File: src/hw/mm_pkg.sv
////////////////////////////////////////////////////////////
// Matrix-multiply control package
// Tile geometry, register map and bus structs
////////////////////////////////////////////////////////////
package mm_pkg;

  // Job dimension and tile index widths
  localparam int unsigned DIM_W = 16;
  localparam int unsigned TILE_W = 12;
  localparam int unsigned REG_W = 32;

  // Output tile geometry
  localparam int unsigned TILE_ROWS = 16;
  localparam int unsigned TILE_COLS = 8;
  localparam int unsigned TILE_ROWS_LOG2 = $clog2(TILE_ROWS);
  localparam int unsigned TILE_COLS_LOG2 = $clog2(TILE_COLS);

  // Register map, word addresses
  localparam logic [2:0] ADDR_TRIGGER = 3'd0;
  localparam logic [2:0] ADDR_STATUS = 3'd1;
  localparam logic [2:0] ADDR_M = 3'd2;
  localparam logic [2:0] ADDR_N = 3'd3;
  localparam logic [2:0] ADDR_K = 3'd4;

  // Host register access
  typedef struct packed {
    logic             valid;
    logic             we;
    logic [2:0]       addr;
    logic [REG_W-1:0] wdata;
  } periph_req_t;

  // Read response, one cycle after the request
  typedef struct packed {
    logic             rvalid;
    logic [REG_W-1:0] rdata;
  } periph_rsp_t;

  typedef struct packed {
    logic [DIM_W-1:0] m;
    logic [DIM_W-1:0] n;
    logic [DIM_W-1:0] k;
  } job_cfg_t;

  typedef struct packed {
    logic [TILE_W-1:0] m_tiles;
    logic [TILE_W-1:0] n_tiles;
  } tile_cnt_t;

  // Controller to scheduler
  typedef struct packed {
    logic first_load;
    logic finished;
  } sched_ctrl_t;

  typedef struct packed {
    logic              valid;
    logic [TILE_W-1:0] row;
    logic [TILE_W-1:0] col;
    logic              last;
  } tile_cmd_t;

endpackage

File: src/hw/mm_accel_top.sv
////////////////////////////////////////////////////////////
// Matrix-multiply control subsystem top level
////////////////////////////////////////////////////////////
`timescale 1ns/1ns

module mm_accel_top import mm_pkg::*; (
  input  logic        clk_i,
  input  logic        rst_ni,
  input  periph_req_t req_i,
  output periph_rsp_t rsp_o,
  output logic        busy_o,
  output logic        evt_o,
  output tile_cmd_t   tile_o
);

  sched_ctrl_t sched_ctrl;
  job_cfg_t    job_cfg;
  tile_cnt_t   tile_cnt;
  logic        w_loaded, done;

  // Register port, job FSM, slave and tiler
  mm_ctrl i_ctrl (
    .clk_i      (clk_i),
    .rst_ni     (rst_ni),
    .req_i      (req_i),
    .rsp_o      (rsp_o),
    .w_loaded_i (w_loaded),
    .done_i     (done),
    .busy_o     (busy_o),
    .evt_o      (evt_o),
    .sched_o    (sched_ctrl),
    .cfg_o      (job_cfg),
    .cnt_o      (tile_cnt)
  );

  // Tile commands go straight out
  mm_tile_sched i_sched (
    .clk_i      (clk_i),
    .rst_ni     (rst_ni),
    .sched_i    (sched_ctrl),
    .cfg_i      (job_cfg),
    .cnt_i      (tile_cnt),
    .w_loaded_o (w_loaded),
    .done_o     (done),
    .tile_o     (tile_o)
  );

endmodule

File: src/hw/mm_cfg_slave.sv
////////////////////////////////////////////////////////////
// Configuration slave: dimension registers, trigger and
// status readback over the register port
////////////////////////////////////////////////////////////
`timescale 1ns/1ns

module mm_cfg_slave import mm_pkg::*; (
  input  logic        clk_i,
  input  logic        rst_ni,
  input  periph_req_t req_i,
  output periph_rsp_t rsp_o,
  input  logic        busy_i,
  input  logic        setback_i,
  output logic        trigger_o,
  output logic        start_req_o,
  output job_cfg_t    cfg_o
);

  logic [DIM_W-1:0] m_q, n_q, k_q;
  logic             wr_en, rd_en, trigger_wr;
  logic             trigger_q, start_req_q;
  logic             rvalid_q;
  logic [REG_W-1:0] rdata, rdata_q;

  // Access decode
  assign wr_en = req_i.valid & req_i.we;
  assign rd_en = req_i.valid & ~req_i.we;
  assign trigger_wr = wr_en && (req_i.addr == ADDR_TRIGGER);

  // Dimension registers, low DIM_W bits of the write data
  always_ff @(posedge clk_i or negedge rst_ni) begin
    if (!rst_ni) begin
      m_q <= '0;
      n_q <= '0;
      k_q <= '0;
    end else if (wr_en) begin
      case (req_i.addr)
        ADDR_M: m_q <= req_i.wdata[DIM_W-1:0];
        ADDR_N: n_q <= req_i.wdata[DIM_W-1:0];
        ADDR_K: k_q <= req_i.wdata[DIM_W-1:0];
        default: ;
      endcase
    end
  end

  // Trigger strobe and sticky start request
  always_ff @(posedge clk_i or negedge rst_ni) begin
    if (!rst_ni) begin
      trigger_q <= 1'b0;
      start_req_q <= 1'b0;
    end else begin
      trigger_q <= trigger_wr;
      // New trigger wins over setback
      if (trigger_wr) begin
        start_req_q <= 1'b1;
      end else if (setback_i) begin
        start_req_q <= 1'b0;
      end
    end
  end

  // Read mux, status carries busy in bit 0
  always_comb begin
    case (req_i.addr)
      ADDR_STATUS: rdata = REG_W'(busy_i);
      ADDR_M: rdata = REG_W'(m_q);
      ADDR_N: rdata = REG_W'(n_q);
      ADDR_K: rdata = REG_W'(k_q);
      default: rdata = '0;
    endcase
  end

  always_ff @(posedge clk_i or negedge rst_ni) begin
    if (!rst_ni) begin
      rvalid_q <= 1'b0;
    end else begin
      rvalid_q <= rd_en;
    end
  end

  // Read data holds until the next read
  always_ff @(posedge clk_i) begin
    if (rd_en) begin
      rdata_q <= rdata;
    end
  end

  assign rsp_o.rvalid = rvalid_q;
  assign rsp_o.rdata = rdata_q;
  assign trigger_o = trigger_q;
  assign start_req_o = start_req_q;
  assign cfg_o.m = m_q;
  assign cfg_o.n = n_q;
  assign cfg_o.k = k_q;

endmodule

File: src/hw/mm_ctrl.sv
////////////////////////////////////////////////////////////
// Job controller: slave, tiler and the job phase FSM
////////////////////////////////////////////////////////////
`timescale 1ns/1ns

module mm_ctrl import mm_pkg::*; (
  input  logic        clk_i,
  input  logic        rst_ni,
  input  periph_req_t req_i,
  output periph_rsp_t rsp_o,
  input  logic        w_loaded_i,
  input  logic        done_i,
  output logic        busy_o,
  output logic        evt_o,
  output sched_ctrl_t sched_o,
  output job_cfg_t    cfg_o,
  output tile_cnt_t   cnt_o
);

  typedef enum logic [1:0] {
    IDLE,
    STARTING,
    COMPUTING,
    FINISHED
  } state_e;

  state_e state_q, state_d;
  logic   trigger, start_req, setback, tiler_valid;

  mm_cfg_slave i_slave (
    .clk_i       (clk_i),
    .rst_ni      (rst_ni),
    .req_i       (req_i),
    .rsp_o       (rsp_o),
    .busy_i      (busy_o),
    .setback_i   (setback),
    .trigger_o   (trigger),
    .start_req_o (start_req),
    .cfg_o       (cfg_o)
  );

  mm_tiler i_tiler (
    .clk_i     (clk_i),
    .rst_ni    (rst_ni),
    .trigger_i (trigger),
    .setback_i (setback),
    .cfg_i     (cfg_o),
    .valid_o   (tiler_valid),
    .cnt_o     (cnt_o)
  );

  always_ff @(posedge clk_i or negedge rst_ni) begin
    if (!rst_ni) begin
      state_q <= IDLE;
    end else begin
      state_q <= state_d;
    end
  end

  // Launch needs both a pending request and valid counts
  always_comb begin
    state_d = state_q;
    case (state_q)
      IDLE: if (start_req && tiler_valid) state_d = STARTING;
      STARTING: if (w_loaded_i) state_d = COMPUTING;
      COMPUTING: if (done_i) state_d = FINISHED;
      FINISHED: state_d = IDLE;
      default: state_d = IDLE;
    endcase
  end

  // Setback consumes request and counts at launch
  assign setback = (state_q == IDLE) && (state_d == STARTING);
  assign busy_o = state_q != IDLE;
  assign evt_o = state_q == FINISHED;
  assign sched_o.first_load = state_q == STARTING;
  assign sched_o.finished = state_q == FINISHED;

endmodule

File: src/hw/mm_tile_sched.sv
////////////////////////////////////////////////////////////
// Tile scheduler: weight-load wait, then row-major tiles
////////////////////////////////////////////////////////////
`timescale 1ns/1ns

module mm_tile_sched import mm_pkg::*; (
  input  logic        clk_i,
  input  logic        rst_ni,
  input  sched_ctrl_t sched_i,
  input  job_cfg_t    cfg_i,
  input  tile_cnt_t   cnt_i,
  output logic        w_loaded_o,
  output logic        done_o,
  output tile_cmd_t   tile_o
);

  logic [DIM_W-1:0]  w_cnt_q, k_last;
  logic [TILE_W-1:0] row_q, col_q, row_last, col_last;
  logic              issue_q, done_q;
  logic              w_loaded, col_end, row_end, tile_last;

  // Weight load lasts max(k,1) cycles
  assign k_last = (cfg_i.k == '0) ? '0 : cfg_i.k - DIM_W'(1);
  assign w_loaded = sched_i.first_load && (w_cnt_q == k_last);

  always_ff @(posedge clk_i or negedge rst_ni) begin
    if (!rst_ni) begin
      w_cnt_q <= '0;
    end else if (sched_i.finished || w_loaded) begin
      w_cnt_q <= '0;
    end else if (sched_i.first_load) begin
      w_cnt_q <= w_cnt_q + DIM_W'(1);
    end
  end

  // End of row and end of job
  assign row_last = cnt_i.m_tiles - TILE_W'(1);
  assign col_last = cnt_i.n_tiles - TILE_W'(1);
  assign col_end = col_q == col_last;
  assign row_end = row_q == row_last;
  assign tile_last = issue_q && col_end && row_end;

  always_ff @(posedge clk_i or negedge rst_ni) begin
    if (!rst_ni) begin
      issue_q <= 1'b0;
      done_q <= 1'b0;
      row_q <= '0;
      col_q <= '0;
    end else begin
      // Done one cycle after the last command
      done_q <= tile_last;
      if (w_loaded) begin
        issue_q <= 1'b1;
      end else if (tile_last) begin
        issue_q <= 1'b0;
      end
      // Column varies fastest; hold at the end until finished
      if (sched_i.finished) begin
        row_q <= '0;
        col_q <= '0;
      end else if (issue_q && !tile_last) begin
        if (col_end) begin
          col_q <= '0;
          row_q <= row_q + TILE_W'(1);
        end else begin
          col_q <= col_q + TILE_W'(1);
        end
      end
    end
  end

  assign w_loaded_o = w_loaded;
  assign done_o = done_q;
  assign tile_o.valid = issue_q;
  assign tile_o.row = row_q;
  assign tile_o.col = col_q;
  assign tile_o.last = tile_last;

endmodule

File: src/hw/mm_tiler.sv
////////////////////////////////////////////////////////////
// Tiler: rounds job dimensions up to output tile counts
////////////////////////////////////////////////////////////
`timescale 1ns/1ns

module mm_tiler import mm_pkg::*; (
  input  logic      clk_i,
  input  logic      rst_ni,
  input  logic      trigger_i,
  input  logic      setback_i,
  input  job_cfg_t  cfg_i,
  output logic      valid_o,
  output tile_cnt_t cnt_o
);

  logic      valid_q;
  tile_cnt_t cnt_d, cnt_q;

  // Ceiling of dim over 2**size_log2, zero clamped to one tile
  function automatic logic [TILE_W-1:0] tiles_of(input logic [DIM_W-1:0] dim,
                                                  input int unsigned size,
                                                  input int unsigned size_log2);
    logic [DIM_W:0] sum;
    sum = {1'b0, dim} + (DIM_W+1)'(size - 1);
    if (dim == '0) begin
      return TILE_W'(1);
    end
    return TILE_W'(sum >> size_log2);
  endfunction

  assign cnt_d.m_tiles = tiles_of(cfg_i.m, TILE_ROWS, TILE_ROWS_LOG2);
  assign cnt_d.n_tiles = tiles_of(cfg_i.n, TILE_COLS, TILE_COLS_LOG2);

  // Valid until the controller launches; a fresh trigger relatches
  always_ff @(posedge clk_i or negedge rst_ni) begin
    if (!rst_ni) begin
      valid_q <= 1'b0;
    end else if (trigger_i) begin
      valid_q <= 1'b1;
    end else if (setback_i) begin
      valid_q <= 1'b0;
    end
  end

  // Counts
  always_ff @(posedge clk_i) begin
    if (trigger_i) begin
      cnt_q <= cnt_d;
    end
  end

  assign valid_o = valid_q;
  assign cnt_o = cnt_q;

endmodule

File: config.mk
export PLATFORM = sky130hd
export DESIGN_NAME = mm_accel_top
export DESIGN_NICKNAME = d
export VERILOG_FILES = /design/src/hw/mm_pkg.sv /design/src/hw/mm_accel_top.sv /design/src/hw/mm_cfg_slave.sv /design/src/hw/mm_ctrl.sv /design/src/hw/mm_tile_sched.sv /design/src/hw/mm_tiler.sv
export SDC_FILE = /design/constraint.sdc
export NUM_CORES = 1
export LEC_CHECK = 0
export BUFFER_PORTS_ARGS = -buffer_cell sky130_fd_sc_hd__buf_2
export CAP_MARGIN = 20
export CORE_AREA = 2 2 147 149
export DETAILED_ROUTE_END_ITERATION = 10
export DIE_AREA = 0 0 149 151
export PLACE_DENSITY = 0.68
export SYNTH_ARGS = -nofsm -noshare
export SYNTH_HDL_FRONTEND = slang
export SYNTH_SLANG_ARGS = --single-unit
File: constraint.sdc
create_clock -name clk_i -period 3.6 [get_ports clk_i]
set_input_delay 0.18 -clock clk_i [delete_from_list [all_inputs] [get_ports clk_i]]
set_output_delay 0.18 -clock clk_i [all_outputs]
set_load 0.005 [all_outputs]
==> summary.md <==
| Metric | Value |
|---|---|
| Max-slew violations | 0 |
| Max clock buf depth | 2 |
| PwrDens | 511 nW/um^2 |
| Hold Fails Final Rpt | 0 |
| Final nets | about 940 |
| Ys async rst share | 70.6% |
| Fmax | 294 MHz |
| Reg-to-reg slack, setup | 0.20 ns |
| CP Class | reg2reg |
| Synth area leaders | dfrtp_1 29%, edfxtp_1 15%, mux2_2 6.7% |
| Clk slew on worst S/H paths | approximately 0.07 ns |
| Register area share after synthesis | between 40% and 50% |
| DRT Pass-1 Iters | 5 |
| CP Launch Point | i_ctrl.i_slave.k_q[5] |
| Peak fanout along the critical path | 26 |
| Clock power share | 34.9% |
| First-pass GRT wire length | about 33 mm |
| Via density | 5.72 |
| Dominant synthesized flop cell | dfrtp_1 |
| Number of DRC markers in iteration 0 | approximately 540 |
| WL per Instance | 17.1 um |
| CTS tree | built |
| Area of the multi-input gates | 4220 sq um |
| Psw | 1.60 mW |
| Maximum vdd drop | ~320 uV |
| Endpoints failing setup | 0 |
| Worst-Margin Slew | ~0.98 ns |
| HPWL after DPL | approximately 15 mm |
| Clock H-tree levels | 4 |
| Yosys warnings | 0 |
| Cell accounting for the most synthesized area | dfrtp_1 |
| Worst-skew pair later-pin latency | 0.43 ns |
| Max-slew headroom | 34.5% |
| Int Power | 3.20 mW |
| Area delta synth->final | 14.3% |
| Most frequent cell after synthesis | dfrtp_1 |
| Comb pwr share | around a fifth |
| Post-synth EDFFs | 40 |
| Yosys reg bits | 136 |
| Clk_skew | 0.0115 ns |
| CTS root buffer | clkbuf_16 |
| Run status | complete, no violations |
| Inserted Clock Buffers | 17 |
| Largest net degree at the start of global routing | 40 |
| CP Capture Type | flip-flop |
| I/O Buffers | 67 |
| Switching Fraction | 33.4% |
| Worst path arrival time | ~3.8 ns |
| Final worst path period share | 94.4% |
| Tmin final | 3.40 ns |
| Synth top area share | 29.3% |
| Vias after detailed routing | 6787 |
| Placement-stage worst setup slack | 0.289 ns |
| Fin Setup TNS | 0 ns |
| Total GRT Usage | 18.5% |
| Leak | 3.77 nW |
| Unrepaired setup endpoints after global routing | no |
| Remaining global-route overflow | 0 |
| Starting Density | about 40% |
| Hold Path Class | in2reg |
| Die area | between 20000 and 25000 sq um |
| Ports | 100 |
| Filler cells | 2018 |
| Worst Reg-to-Reg Cells | 9 |
| Worst reg2reg path startpoint | i_ctrl.i_slave.k_q[5] |
| Distinct cells, synth | between 70 and 80 |
| Synth cell count leaders | 96 x dfrtp_1, 60 x nand2_1, 49 x mux2_2 |
| Worst reg2reg path endpoint | i_ctrl.state_q[1] |
| Syn Inst Count | 839 |
| Layout cells sized above 1 | 21.5% |
| PnR worst setup slack | around 0.20 ns |
| Power share of the sequential group | 44.4% |
| Post-Syn Area | 8210 sq um |
| CP required | just under 4 ns |
| Crit path to | i_ctrl.state_q[1] |
| DRC | 0 |
| Vias in the first global route | 6270 |
| Initial antenna violation count | 0 |
| Cell Rows | 53 |
| Syn_area_per_cell | 9.78 sq um |
| Post-route ant nets | 0 |
| Startpoint types | flip-flop |
| Max-cap violations | 0 |
| Overall routed net length | 20.3 mm |
| Placer Congestion | between 0.8 and 0.9 |
| Die W | 149 um |
| Seq. cell area | approximately 3600 sq um |
| Antenna diodes | 0 |
| Die height | 151 um |
| Core area | 20800 sq um |
| Sink Count | 136 |
-- repair_timing --
action                     CTS  global route
setup endpoints to repair    0             6
hold buffers                 1             0
setup buffers                0             1
gates resized for setup      0             2
hold endpoints to repair    37             0
-- power by group through the flow --
| stage | Sequential (mW) | Combinational, mW | Clock, mW |
|---|---|---|---|
| floorplan | 2.01 | 0.758 | 0 |
| global placement | 2.14 | 0.961 | 0 |
| detailed placement | 2.15 | 0.982 | 0 |
| CTS | 2.12 | 0.989 | 1.71 |
| global route | 2.16 | 1.11 | 1.77 |
| finish | 2.13 | 0.994 | 1.68 |
-- placed cells by master (no fill, tap or decap), types with 4 or more instances in the layout --
cell       count
ha_1           7
or3_1         27
a211oi_1       5
mux2_2        49
o211ai_1       5
buf_4         26
or4_1         17
o21ai_1        4
nor4_1        19
dfrtp_1       96
nand4b_1       4
clkbuf_16     17
a31oi_1       14
a21o_1         5
mux2i_1       13
edfxtp_1      40
nor3_1        21
a311oi_1       4
xnor2_1       39
nand3_1       40
nand2_1       60
buf_2         66
xor2_1        15
nand4_1       23
and4_1         4
a22oi_1       17
and2_1         4
o21ai_0       48
nand2b_1       8
nor2b_1       10
a21oi_1       25
and3_1        19
inv_1         30
nor3b_1        4
nor2_1        31
inv_6          8
conb_1        16
-- worst max-delay path, stage by stage (launching register included) --
cell	delay (ns)
dfrtp_1	0.39
or4_1	0.70
nor4_1	0.54
o32ai_1	0.14
a2111oi_0	0.38
nand4_1	0.14
a2111o_1	0.41
buf_4	0.23
or2_1	0.29
o21ai_0	0.09
-- worst min-delay path by stage --
stage	from	to	slack [ns]	depth (start not counted)
floorplan	rst_ni	i_ctrl.i_slave.k_q[0]	-0.12	0
global placement	rst_ni	i_sched.row_q[7]	0.20	1
detailed placement	rst_ni	i_sched.row_q[7]	0.21	1
CTS	req_i[0]	i_ctrl.i_slave.k_q[0]	0.007	2
global route	req_i[0]	i_ctrl.i_slave.n_q[0]	0.01	2
finish	req_i[0]	i_ctrl.i_slave.k_q[0]	0.02	2
-- kinds of logic after synthesis --
kind of cell	synth area share, %
and+or+nand+nor	21.6
AOI/OAI and AO/OA	13.5
DFF	43.9
buffers and inverters	5.62
muxes	8.31
xor gates and xnor gates	5.76
adders and majority gates	1.19
other	0.0457
-- flip-flops by register name (all words and copies together), names as in the netlist, 2 cells and up --
signal	cells
i_ctrl.i_slave.k_q	16
i_ctrl.i_slave.m_q	16
i_ctrl.i_slave.n_q	16
i_ctrl.i_slave.rdata_q	16
i_ctrl.i_tiler.cnt_o	24
i_ctrl.state_q	2
i_sched.col_q	12
i_sched.row_q	12
i_sched.w_cnt_q	16
-- through the flow --
stage               cells  power, mW  cell area [sq um]  util [%]  hold WS, ns
finish               1186       4.80               9380      45.1       0.0213
detailed placement   1152       3.13               8790      42.2        0.206
global route         1186       5.04               9380      45.1       0.0147
CTS                  1185       4.82               9370      45.0      0.00703
floorplan             854       2.77               8270         -       -0.116
global placement     1152       3.10               8790      42.2        0.204
-- per-layer routing --
layer	GRT usage (%)	share of wire, %	up-vias
li1	-	-	3231
met1	24.8	45	3350
met2	30.1	49	180
met3	3.80	4.4	26
met4	5.95	1.5	0
met5	0	0	-
-- area by class of cell --
type                            instances  area share (%)
Sequential cell                       136            38.4
Inverter                               31            1.24
Clock inverter                         14            1.35
Tap cell                              275            3.67
Clock buffer                           18            4.68
Multi-Input combinational cell        619            45.0
Timing Repair Buffer                   93            5.71
(Power assumes the default switching activity.)
